## config.mk

```make
export PLATFORM = sky130hd
export DESIGN_NAME = snn_top
export DESIGN_NICKNAME = d
export VERILOG_FILES = /design/src/logic/snn_pkg.sv /design/src/logic/snn_apb_regs.sv /design/src/logic/snn_sequencer.sv /design/src/logic/spike_encoder.sv /design/src/logic/weight_store.sv /design/src/logic/lif_array.sv /design/src/logic/snn_top.sv
export SDC_FILE = /design/constraint.sdc
export NUM_CORES = 2
export LEC_CHECK = 0
export ABC_AREA = 1
export BUFFER_PORTS_ARGS = -buffer_cell sky130_fd_sc_hd__buf_4
export CORE_UTILIZATION = 28
export CTS_CLUSTER_SIZE = 25
export DETAILED_ROUTE_END_ITERATION = 8
export GPL_TIMING_DRIVEN = 0
export PLACE_DENSITY = 0.5
export REMOVE_ABC_BUFFERS = 1
export SLEW_MARGIN = 30
export SYNTH_ARGS = -nofsm -noshare
export SYNTH_HDL_FRONTEND = slang
export SYNTH_HIERARCHICAL = 1
export SYNTH_SLANG_ARGS = --single-unit
```

## constraint.sdc

```tcl
create_clock -name clk -period 9 [get_ports clk]
set_clock_uncertainty 0.15 [all_clocks]
set_input_delay 1.35 -clock clk [delete_from_list [all_inputs] [get_ports clk]]
set_output_delay 1.35 -clock clk [all_outputs]
set_load 0.02 [all_outputs]
```

## src/logic/snn_pkg.sv

```systemverilog
`default_nettype none

package snn_pkg;

    // network size
    localparam int NUM_PIXELS   = 16;   // 4x4 image
    localparam int NUM_NEURONS  = 4;
    localparam int DATA_W       = 8;    // pixels, weights, vmem, counts
    localparam int PIX_IDX_W    = 4;
    localparam int NEUR_IDX_W   = 2;    // count word select
    localparam int WORD_W       = 32;   // apb data
    localparam int APB_ADDR_W   = 12;
    localparam int DRAIN_CYCLES = 2;    // pipeline flush before leak

    // galois lfsr, shifts right and xors taps when bit 0 falls out
    localparam logic [DATA_W-1:0] LFSR_SEED = 8'hA5;
    localparam logic [DATA_W-1:0] LFSR_TAPS = 8'hB8;

    // word addresses
    localparam logic [APB_ADDR_W-1:0] ADDR_IMAGE  = 12'h000; // 16 words, pixel in low byte
    localparam logic [APB_ADDR_W-1:0] ADDR_WEIGHT = 12'h040; // 16 words, byte j -> neuron j
    localparam logic [APB_ADDR_W-1:0] ADDR_CTRL   = 12'h080; // bit 0 starts
    localparam logic [APB_ADDR_W-1:0] ADDR_BETA   = 12'h084;
    localparam logic [APB_ADDR_W-1:0] ADDR_THRESH = 12'h088;
    localparam logic [APB_ADDR_W-1:0] ADDR_STEPS  = 12'h08C;
    localparam logic [APB_ADDR_W-1:0] ADDR_STATUS = 12'h090; // {done, busy}
    localparam logic [APB_ADDR_W-1:0] ADDR_COUNT  = 12'h0A0; // 4 words

    typedef struct packed {
        logic                  psel;
        logic                  penable;
        logic                  pwrite;
        logic [APB_ADDR_W-1:0] paddr;
        logic [WORD_W-1:0]     pwdata;
    } apb_req_t;

    typedef struct packed {
        logic              pready;
        logic              pslverr;
        logic [WORD_W-1:0] prdata;
    } apb_rsp_t;

    typedef struct packed {
        logic [DATA_W-1:0] beta;     // leak factor, /256
        logic [DATA_W-1:0] thresh;
        logic [DATA_W-1:0] steps;    // timesteps per inference
    } snn_cfg_t;

    typedef struct packed {
        logic                 valid;
        logic [PIX_IDX_W-1:0] index;
        logic                 last;  // final pixel of the timestep
    } pixel_step_t;

    typedef struct packed {
        logic                 img_we;
        logic                 wgt_we;
        logic [PIX_IDX_W-1:0] index;
        logic [WORD_W-1:0]    data;
    } mem_wr_t;

    typedef logic [NUM_NEURONS-1:0][DATA_W-1:0] weight_row_t; // one pixel's fan-out

endpackage

`default_nettype wire

```

## src/logic/snn_apb_regs.sv

```systemverilog
`default_nettype none
`timescale 1ns/100ps

module snn_apb_regs (
    input  wire                                                    clk,
    input  wire                                                    rst,
    input  wire snn_pkg::apb_req_t                                 apb_req_i,
    input  wire                                                    busy_i,
    input  wire                                                    done_i,
    input  wire [snn_pkg::NUM_NEURONS-1:0][snn_pkg::DATA_W-1:0]    counts_i,
    output snn_pkg::apb_rsp_t                                      apb_rsp_o,
    output snn_pkg::mem_wr_t                                       mem_wr_o,
    output snn_pkg::snn_cfg_t                                      cfg_o,
    output logic                                                   start_o
);

    logic                              acc;      // access phase
    logic                              wr;
    logic                              rd;
    logic                              wr_ok;    // write allowed, not busy
    logic                              aligned;
    logic [snn_pkg::PIX_IDX_W-1:0]     word_idx;
    logic [snn_pkg::NEUR_IDX_W-1:0]    cnt_idx;
    logic                              hit_img;
    logic                              hit_wgt;
    logic                              hit_ctrl;
    logic                              hit_beta;
    logic                              hit_thr;
    logic                              hit_steps;
    logic                              hit_stat;
    logic                              hit_cnt;
    logic                              mapped;
    logic                              cfg_hit;  // locked while busy
    logic                              start_hit;
    logic [snn_pkg::WORD_W-1:0]        rdata;
    snn_pkg::snn_cfg_t                 cfg_q;
    logic [snn_pkg::DATA_W-1:0]        img_copy [snn_pkg::NUM_PIXELS]; // host readback copy
    logic [snn_pkg::WORD_W-1:0]        wgt_copy [snn_pkg::NUM_PIXELS];

    assign acc      = apb_req_i.psel & apb_req_i.penable;
    assign wr       = acc & apb_req_i.pwrite;
    assign rd       = acc & ~apb_req_i.pwrite;
    assign wr_ok    = wr & ~busy_i;
    assign aligned  = (apb_req_i.paddr[1:0] == 2'b00);
    assign word_idx = apb_req_i.paddr[snn_pkg::PIX_IDX_W+1:2];
    assign cnt_idx  = apb_req_i.paddr[snn_pkg::NEUR_IDX_W+1:2];

    // address decode, arrays by upper bits
    assign hit_img   = aligned & (apb_req_i.paddr[11:6] == snn_pkg::ADDR_IMAGE[11:6]);
    assign hit_wgt   = aligned & (apb_req_i.paddr[11:6] == snn_pkg::ADDR_WEIGHT[11:6]);
    assign hit_cnt   = aligned & (apb_req_i.paddr[11:4] == snn_pkg::ADDR_COUNT[11:4]);
    assign hit_ctrl  = (apb_req_i.paddr == snn_pkg::ADDR_CTRL);
    assign hit_beta  = (apb_req_i.paddr == snn_pkg::ADDR_BETA);
    assign hit_thr   = (apb_req_i.paddr == snn_pkg::ADDR_THRESH);
    assign hit_steps = (apb_req_i.paddr == snn_pkg::ADDR_STEPS);
    assign hit_stat  = (apb_req_i.paddr == snn_pkg::ADDR_STATUS);

    assign mapped  = hit_img | hit_wgt | hit_cnt | hit_ctrl | hit_beta | hit_thr
                   | hit_steps | hit_stat;
    assign cfg_hit = hit_img | hit_wgt | hit_beta | hit_thr | hit_steps;

    // start only from idle with a nonzero step count
    assign start_hit = wr & hit_ctrl & apb_req_i.pwdata[0];
    assign start_o   = start_hit & ~busy_i & (cfg_q.steps != '0);

    // memory writes go straight to the datapath stores
    assign mem_wr_o.img_we = wr_ok & hit_img;
    assign mem_wr_o.wgt_we = wr_ok & hit_wgt;
    assign mem_wr_o.index  = word_idx;
    assign mem_wr_o.data   = apb_req_i.pwdata;

    always_ff @(posedge clk) begin
        if (rst) begin
            cfg_q <= '0;
        end else if (wr_ok) begin
            if (hit_beta)  cfg_q.beta   <= apb_req_i.pwdata[snn_pkg::DATA_W-1:0];
            if (hit_thr)   cfg_q.thresh <= apb_req_i.pwdata[snn_pkg::DATA_W-1:0];
            if (hit_steps) cfg_q.steps  <= apb_req_i.pwdata[snn_pkg::DATA_W-1:0];
        end
    end

    always_ff @(posedge clk) begin
        if (wr_ok & hit_img) img_copy[word_idx] <= apb_req_i.pwdata[snn_pkg::DATA_W-1:0];
        if (wr_ok & hit_wgt) wgt_copy[word_idx] <= apb_req_i.pwdata;
    end

    // readback mux, ctrl reads as zero
    always_comb begin
        rdata = '0;
        if (hit_img)        rdata[snn_pkg::DATA_W-1:0] = img_copy[word_idx];
        else if (hit_wgt)   rdata = wgt_copy[word_idx];
        else if (hit_beta)  rdata[snn_pkg::DATA_W-1:0] = cfg_q.beta;
        else if (hit_thr)   rdata[snn_pkg::DATA_W-1:0] = cfg_q.thresh;
        else if (hit_steps) rdata[snn_pkg::DATA_W-1:0] = cfg_q.steps;
        else if (hit_stat)  rdata[1:0] = {done_i, busy_i};
        else if (hit_cnt)   rdata[snn_pkg::DATA_W-1:0] = counts_i[cnt_idx];
    end

    assign apb_rsp_o.pready  = 1'b1; // no wait states
    assign apb_rsp_o.pslverr = acc & (~mapped | (wr & busy_i & cfg_hit) | (start_hit & ~start_o));
    assign apb_rsp_o.prdata  = rd ? rdata : '0;

    assign cfg_o = cfg_q;

endmodule

`default_nettype wire

```

## src/logic/snn_sequencer.sv

```systemverilog
`default_nettype none
`timescale 1ns/100ps

module snn_sequencer (
    input  wire                          clk,
    input  wire                          rst,
    input  wire                          start_i,
    input  wire [snn_pkg::DATA_W-1:0]    steps_i,
    output snn_pkg::pixel_step_t         step_o,
    output logic                         leak_o,
    output logic                         busy_o,
    output logic                         done_o
);

    snn_pkg::pixel_step_t        step_q;
    logic [1:0]                  drain_q;  // cycles left before leak
    logic                        leak_q;
    logic                        busy_q;
    logic                        done_q;
    logic [snn_pkg::DATA_W-1:0]  ts_q;     // finished timesteps
    logic [snn_pkg::DATA_W-1:0]  ts_next;

    assign ts_next = ts_q + 1'b1;

    always_ff @(posedge clk) begin
        if (rst) begin
            step_q  <= '0;
            drain_q <= '0;
            leak_q  <= 1'b0;
            busy_q  <= 1'b0;
            done_q  <= 1'b0;
            ts_q    <= '0;
        end else begin
            leak_q <= 1'b0; // single-cycle strobe
            if (start_i) begin
                step_q  <= '{valid: 1'b1, index: '0, last: 1'b0};
                drain_q <= '0;
                busy_q  <= 1'b1;
                done_q  <= 1'b0;
                ts_q    <= '0;
            end else if (step_q.valid) begin
                // one pixel per cycle, index wraps after the last
                step_q.index <= step_q.index + 1'b1;
                step_q.last  <= (step_q.index == snn_pkg::PIX_IDX_W'(snn_pkg::NUM_PIXELS - 2));
                if (step_q.last) begin
                    step_q.valid <= 1'b0;
                    drain_q      <= 2'(snn_pkg::DRAIN_CYCLES);
                end
            end else if (drain_q != '0) begin
                drain_q <= drain_q - 1'b1;
                leak_q  <= (drain_q == 2'd1);
            end else if (leak_q) begin
                ts_q <= ts_next;
                if (ts_next == steps_i) begin
                    busy_q <= 1'b0; // counts settle on this same edge
                    done_q <= 1'b1;
                end else begin
                    step_q <= '{valid: 1'b1, index: '0, last: 1'b0};
                end
            end
        end
    end

    assign step_o = step_q;
    assign leak_o = leak_q;
    assign busy_o = busy_q;
    assign done_o = done_q;

endmodule

`default_nettype wire

```

## src/logic/spike_encoder.sv

```systemverilog
`default_nettype none
`timescale 1ns/100ps

module spike_encoder (
    input  wire                          clk,
    input  wire                          rst,
    input  wire                          start_i,
    input  wire snn_pkg::mem_wr_t        mem_wr_i,
    input  wire snn_pkg::pixel_step_t    step_i,
    output logic                         spike_o,
    output logic                         spike_valid_o
);

    logic [snn_pkg::DATA_W-1:0] img_mem [snn_pkg::NUM_PIXELS];
    logic [snn_pkg::DATA_W-1:0] lfsr_q;
    logic [snn_pkg::DATA_W-1:0] lfsr_next;

    // galois step
    assign lfsr_next = lfsr_q[0] ? ((lfsr_q >> 1) ^ snn_pkg::LFSR_TAPS) : (lfsr_q >> 1);

    always_ff @(posedge clk) begin
        if (mem_wr_i.img_we) begin
            img_mem[mem_wr_i.index] <= mem_wr_i.data[snn_pkg::DATA_W-1:0]; // low byte only
        end
    end

    always_ff @(posedge clk) begin
        if (rst) begin
            lfsr_q <= snn_pkg::LFSR_SEED;
        end else if (start_i) begin
            lfsr_q <= snn_pkg::LFSR_SEED; // same sequence every inference
        end else if (step_i.valid) begin
            lfsr_q <= lfsr_next;
        end
    end

    always_ff @(posedge clk) begin
        if (rst) begin
            spike_valid_o <= 1'b0;
        end else begin
            spike_valid_o <= step_i.valid;
        end
    end

    // brighter pixel, more likely to fire
    always_ff @(posedge clk) begin
        if (step_i.valid) begin
            spike_o <= (lfsr_q < img_mem[step_i.index]); // value before advance
        end
    end

endmodule

`default_nettype wire

```

## src/logic/weight_store.sv

```systemverilog
`default_nettype none
`timescale 1ns/100ps

module weight_store (
    input  wire                          clk,
    input  wire                          rst,
    input  wire snn_pkg::mem_wr_t        mem_wr_i,
    input  wire snn_pkg::pixel_step_t    step_i,
    output snn_pkg::weight_row_t         row_o
);

    snn_pkg::weight_row_t wgt_mem [snn_pkg::NUM_PIXELS]; // one row per pixel

    always_ff @(posedge clk) begin
        if (mem_wr_i.wgt_we) begin
            wgt_mem[mem_wr_i.index] <= mem_wr_i.data; // byte j feeds neuron j
        end
    end

    // lines up with the encoder's spike_valid
    always_ff @(posedge clk) begin
        if (rst) begin
            row_o <= '0;
        end else if (step_i.valid) begin
            row_o <= wgt_mem[step_i.index];
        end
    end

endmodule

`default_nettype wire

```

## src/logic/lif_array.sv

```systemverilog
`default_nettype none
`timescale 1ns/100ps

module lif_array (
    input  wire                                                    clk,
    input  wire                                                    rst,
    input  wire                                                    start_i,
    input  wire                                                    spike_i,
    input  wire                                                    spike_valid_i,
    input  wire snn_pkg::weight_row_t                              row_i,
    input  wire                                                    leak_i,
    input  wire [snn_pkg::DATA_W-1:0]                              beta_i,
    input  wire [snn_pkg::DATA_W-1:0]                              thresh_i,
    output logic [snn_pkg::NUM_NEURONS-1:0][snn_pkg::DATA_W-1:0]   counts_o
);

    logic [snn_pkg::DATA_W-1:0] v_q   [snn_pkg::NUM_NEURONS]; // membrane voltages
    logic [snn_pkg::DATA_W-1:0] cnt_q [snn_pkg::NUM_NEURONS]; // output spikes

    for (genvar n = 0; n < snn_pkg::NUM_NEURONS; n++) begin : g_neuron
        logic [snn_pkg::DATA_W:0]     sum;     // carry = overflow
        logic [2*snn_pkg::DATA_W-1:0] prod;
        logic [snn_pkg::DATA_W-1:0]   leaked;

        assign sum    = {1'b0, v_q[n]} + {1'b0, row_i[n]};
        assign prod   = v_q[n] * beta_i;
        assign leaked = prod[2*snn_pkg::DATA_W-1:snn_pkg::DATA_W]; // v*beta >> 8

        always_ff @(posedge clk) begin
            if (rst || start_i) begin
                v_q[n]   <= '0;
                cnt_q[n] <= '0;
            end else if (spike_valid_i && spike_i) begin
                // integrate, clamp at full scale
                v_q[n] <= sum[snn_pkg::DATA_W] ? '1 : sum[snn_pkg::DATA_W-1:0];
            end else if (leak_i) begin
                if (leaked >= thresh_i) begin
                    v_q[n] <= '0; // fire and reset
                    if (cnt_q[n] != '1) cnt_q[n] <= cnt_q[n] + 1'b1;
                end else begin
                    v_q[n] <= leaked;
                end
            end
        end

        assign counts_o[n] = cnt_q[n];
    end

endmodule

`default_nettype wire

```

## src/logic/snn_top.sv

```systemverilog
`default_nettype none
`timescale 1ns/100ps

module snn_top (
    input  wire                          clk,
    input  wire                          rst,
    input  wire snn_pkg::apb_req_t       apb_req_i,
    output snn_pkg::apb_rsp_t            apb_rsp_o
);

    snn_pkg::mem_wr_t                                        mem_wr;
    snn_pkg::snn_cfg_t                                       cfg;
    snn_pkg::pixel_step_t                                    step;
    snn_pkg::weight_row_t                                    row;
    logic                                                    start;   // also clears datapath
    logic                                                    busy;
    logic                                                    done;
    logic                                                    leak;
    logic                                                    spike;
    logic                                                    spike_valid;
    logic [snn_pkg::NUM_NEURONS-1:0][snn_pkg::DATA_W-1:0]    counts;

    snn_apb_regs u_regs (
        .clk       (clk),
        .rst       (rst),
        .apb_req_i (apb_req_i),
        .busy_i    (busy),
        .done_i    (done),
        .counts_i  (counts),
        .apb_rsp_o (apb_rsp_o),
        .mem_wr_o  (mem_wr),
        .cfg_o     (cfg),
        .start_o   (start)
    );

    snn_sequencer u_seq (
        .clk     (clk),
        .rst     (rst),
        .start_i (start),
        .steps_i (cfg.steps),
        .step_o  (step),
        .leak_o  (leak),
        .busy_o  (busy),
        .done_o  (done)
    );

    // encoder and weight fetch run side by side
    spike_encoder u_enc (
        .clk           (clk),
        .rst           (rst),
        .start_i       (start),
        .mem_wr_i      (mem_wr),
        .step_i        (step),
        .spike_o       (spike),
        .spike_valid_o (spike_valid)
    );

    weight_store u_wgt (
        .clk      (clk),
        .rst      (rst),
        .mem_wr_i (mem_wr),
        .step_i   (step),
        .row_o    (row)
    );

    lif_array u_lif (
        .clk           (clk),
        .rst           (rst),
        .start_i       (start),
        .spike_i       (spike),
        .spike_valid_i (spike_valid),
        .row_i         (row),
        .leak_i        (leak),
        .beta_i        (cfg.beta),
        .thresh_i      (cfg.thresh),
        .counts_o      (counts)
    );

endmodule

`default_nettype wire

```

==> metrics.yaml <==
crit_type: "input pin to primary output"
rsz0062_at_grt: "no"
p_seq_frac: 0.503
yosys.area.top_type_share: 0.576
synth_seq_cells: 1429
clock_latency_ns: 0.78
ys_types: 57
synthSimpleGateAreaFrac: 0.194
finalHoldViolations: 0
drtAntennaViolNets: 0
multi_input_area_um2: 23400
vias: 48100
ir_worst_vdd_mv: 0.185
cts_sinks: 1429
coreArea_um2: 249000
cellPowerDensity_nw_per_um2: 183
numPortBuffers: 81
initial_core_util: 0.282
crit_path_frequent_cell: "nand2_1"
fmax_ghz: 0.147
period_needed_ns: 6.79
synth_warnings: 6
synth_area_leaders: "edfxtp_1, nand2_1, nand3_1"
synth_top_family_by_area: "simple AND/OR/NAND/NOR gates"
cts_tree: "done"
final_cells: 10300
placed_area_um2: 75900
clk_pin_slew_ns: 0.06
die_h_um: 503
synthAdderAreaFrac: 0.0789
syn_inst: 6780
share_comb_of_total_power: 0.068
synthXorXnorAreaFrac: 0.00533
wl_per_cell_um: 19.2
cap_violations: 0
holdCritPathClass: "register to register"
detail_route.first_pass.iterations: 6
seq_area_um2: 42100
ys_async_sr_fraction: 0
fp.dieW_um: 503
fillers: 25100
rows: 183
timing.rr.start: "u_lif/v_q[1][2]"
worstPathRequired_ns: 7.50
cp_max_fo: 85
worst_slew_pin_slew_ns: 1.09
grt-ovfl-total: 0
grt_max_degree: 132
dp_cells: 10000
slowest_delay_ns: 0.77
cp_slowest_cell: "nand2_4"
synth-compound-area-share: 0.0515
yosysTopAreaCell: "edfxtp_1"
worstSetupStartpoint: "apb_req_i[35]"
ys_seq_area_frac: 0.600
min_from: "u_regs/cfg_o[12]"
syn_area_um2: 70200
drt_iter0_markers: 4272
syn_area_per_cell_um2: 10.3
syn_to_final_growth_pct: 15.4
power_switching_share: 0.236
setup_viol: 0
ys.flop_type: "edfxtp_1"
viasPerCell: 4.67
clock_path_buffers: 3
antenna_found_initial: 14
power.leakage_nw: 32.7
cts-resized-gates: 0
final_nets: 7243
crit_buf_inv: 5
first_global_vias: 46000
h-tree-depth: 4
p_sw_w: 0.00349
yosys-mux-area-fraction: 0
finalWirelength_um: 198000
root_buffer: "clkbuf_16"
p_int_w: 0.0113
cts_hold_buf: 0
cts_setup_buffers: 0
drc: 0
cpLargestDelayFamily: "simple AND/OR/NAND/NOR gates"
gr-usage-all-layers: 0.155
power_w: 0.0148
slew_headroom: 0.273
grt_pass1_wl_um: 294000
cp_cell_sequence: "buf_4, inv_2, nand2_4, inv_8, buf_16, a22oi_1, nand2_1, nand2_1, nand2_1, nor3_1, nor2_1, buf_4"
endpoint_kind: "primary output"
fin_area_um2: 81000
synth_edf_count: 1345
worstPathArrival_ns: 5.29
drive_above_1_share: 0.0874
die-area_um2: 253000
pin_count: 83
cts_buffers: 159
slew_violations: 0
fin_hold_ws_ns: 0.326
finalWeightedCongestion: 0.830
dp_hpwl_um: 128000
p_clk_frac: 0.429
finalCritPeriodShare: 0.754
status: "complete, no violations"
startpoint_type: "input pin"
==> cell usage in the layout, fill, tap and decap left out, types with 11 or more instances in the layout <==
| cell | Yosys | routed |
|---|---|---|
| clkinv_1 | 3 | 30 |
| inv_2 | 13 | 11 |
| nor2_2 | 17 | 15 |
| nand2_1 | 1832 | 1830 |
| nor3_1 | 77 | 50 |
| nor2_1 | 625 | 604 |
| inv_1 | 751 | 748 |
| o221ai_1 | 21 | 21 |
| fa_1 | 144 | 144 |
| nand3b_1 | 14 | 14 |
| ha_1 | 212 | 212 |
| a211oi_1 | 18 | 18 |
| nor3_2 | 1 | 28 |
| dfxtp_1 | 84 | 71 |
| nand3_1 | 600 | 600 |
| o21bai_1 | 15 | 15 |
| buf_12 | 1 | 19 |
| nand2_2 | 11 | 13 |
| buf_16 | 0 | 58 |
| clkinv_2 | 0 | 26 |
| and2_1 | 19 | 19 |
| nand4_1 | 32 | 32 |
| o21ai_0 | 94 | 94 |
| o211ai_1 | 11 | 11 |
| a22oi_1 | 192 | 192 |
| nor2_4 | 9 | 32 |
| xnor2_1 | 19 | 19 |
| a21oi_1 | 155 | 155 |
| xor2_1 | 20 | 20 |
| bufinv_16 | 0 | 11 |
| clkbuf_1 | 90 | 37 |
| edfxtp_1 | 1345 | 1345 |
| buf_4 | 82 | 151 |
| o21ai_1 | 28 | 28 |
| clkbuf_16 | 0 | 161 |
==> metal layers <==
layer	global-route usage	share of wire
met3	0.0257	0.065
met4	0.0396	0.020
met2	0.242	0.45
met5	0	0.00025
met1	0.221	0.46
==> cell families (layout without fill, tap and decap cells) <==
kind of cell,count (synthesis),in the layout
buffers and inverters,1113,1297
adder cells (fa/ha/maj),356,356
flip-flops,1429,1429
XOR/XNOR,41,41
other,1,2
AO/OA/AOI/OAI,571,571
AND/OR/NAND/NOR,3269,3269
==> registers in the layout, indices dropped and copies added (netlist names), 2 cells and up <==
signal,cells
u_seq/drain_q,2
u_regs/img_copy,128
u_regs/wgt_copy,512
u_lif/v_q,32
u_lif/cnt_q,32
u_seq/ts_q,8
u_seq/step_o,6
u_wgt/wgt_mem,512
u_regs/cfg_o,24
u_enc/lfsr_q,8
u_enc/img_mem,128
u_wgt/row_o,32
==> power by group through the flow <==
stage               combinational, W  clock, W  sequential (W)
finish                       0.00101   0.00635         0.00745
global route                 0.00113   0.00674         0.00746
CTS                          0.00101   0.00649         0.00745
detailed placement           0.00101         0         0.00759
global placement            0.000985         0         0.00766
floorplan                   0.000593         0         0.00756
==> synth_stat cells (13+ instances only) <==
cell         n
nand2_1   1832
edfxtp_1  1345
inv_1      751
nor2_1     625
nand3_1    600
ha_1       212
a22oi_1    192
a21oi_1    155
fa_1       144
o21ai_0     94
clkbuf_1    90
buf_2       85
dfxtp_1     84
buf_4       82
nor3_1      77
buf_6       39
nand4_1     32
o21ai_1     28
buf_1       24
o221ai_1    21
xor2_1      20
and2_1      19
xnor2_1     19
a211oi_1    18
clkbuf_2    18
nor2_2      17
o21bai_1    15
nand3b_1    14
inv_2       13
==> path summary, 6_finish.rpt <==
path                       end  slack (ns)  depth (start not counted)
max              apb_rsp_o[20]        2.21                         12
max reg2reg  u_lif/cnt_q[1][7]        2.67                         26
min reg2reg   u_regs/cfg_o[12]        0.33                          2
min           u_regs/cfg_o[12]        0.33                          2
==> per-stage QoR <==
stage | utilization | setup TNS (ns) | worst slack [ns]
after floorplan | - | 0 | 0.0384
after global placement | 0.293 | -1332.37 | -9.16
after detailed placement | 0.305 | 0 | 2.16
after CTS | 0.325 | 0 | 2.15
after global routing | 0.325 | 0 | 1.87
final | 0.325 | 0 | 2.21
==> cell type report <==
type,instances,area share
timing repair buffer,238,0.0398
inverter,772,0.0365
sequential,1429,0.520
multi-input combinational,4238,0.290
clock inverter,79,0.00941
clock buffer,208,0.0532
antenna,1,0.0000309
tap,3330,0.0515
==> worst reg2reg max path, cell delays in order, from the launching register on <==
cell,delay [ns]
edfxtp_1,0.62
nand2_1,0.16
inv_1,0.06
fa_1,0.52
inv_1,0.05
fa_1,0.52
inv_1,0.06
fa_1,0.55
inv_1,0.06
fa_1,0.52
inv_1,0.04
ha_1,0.36
a21o_1,0.20
a31oi_1,0.20
nor2_1,0.08
nor2_1,0.13
nand3_1,0.11
and2_1,0.21
ha_1,0.28
nand2_1,0.06
nor2_1,0.15
nand4_1,0.10
nand4_1,0.25
nand2_1,0.12
inv_1,0.11
nand2_1,0.06
nand2_1,0.27
No activity file was read; power rests on OpenSTA's default activity.
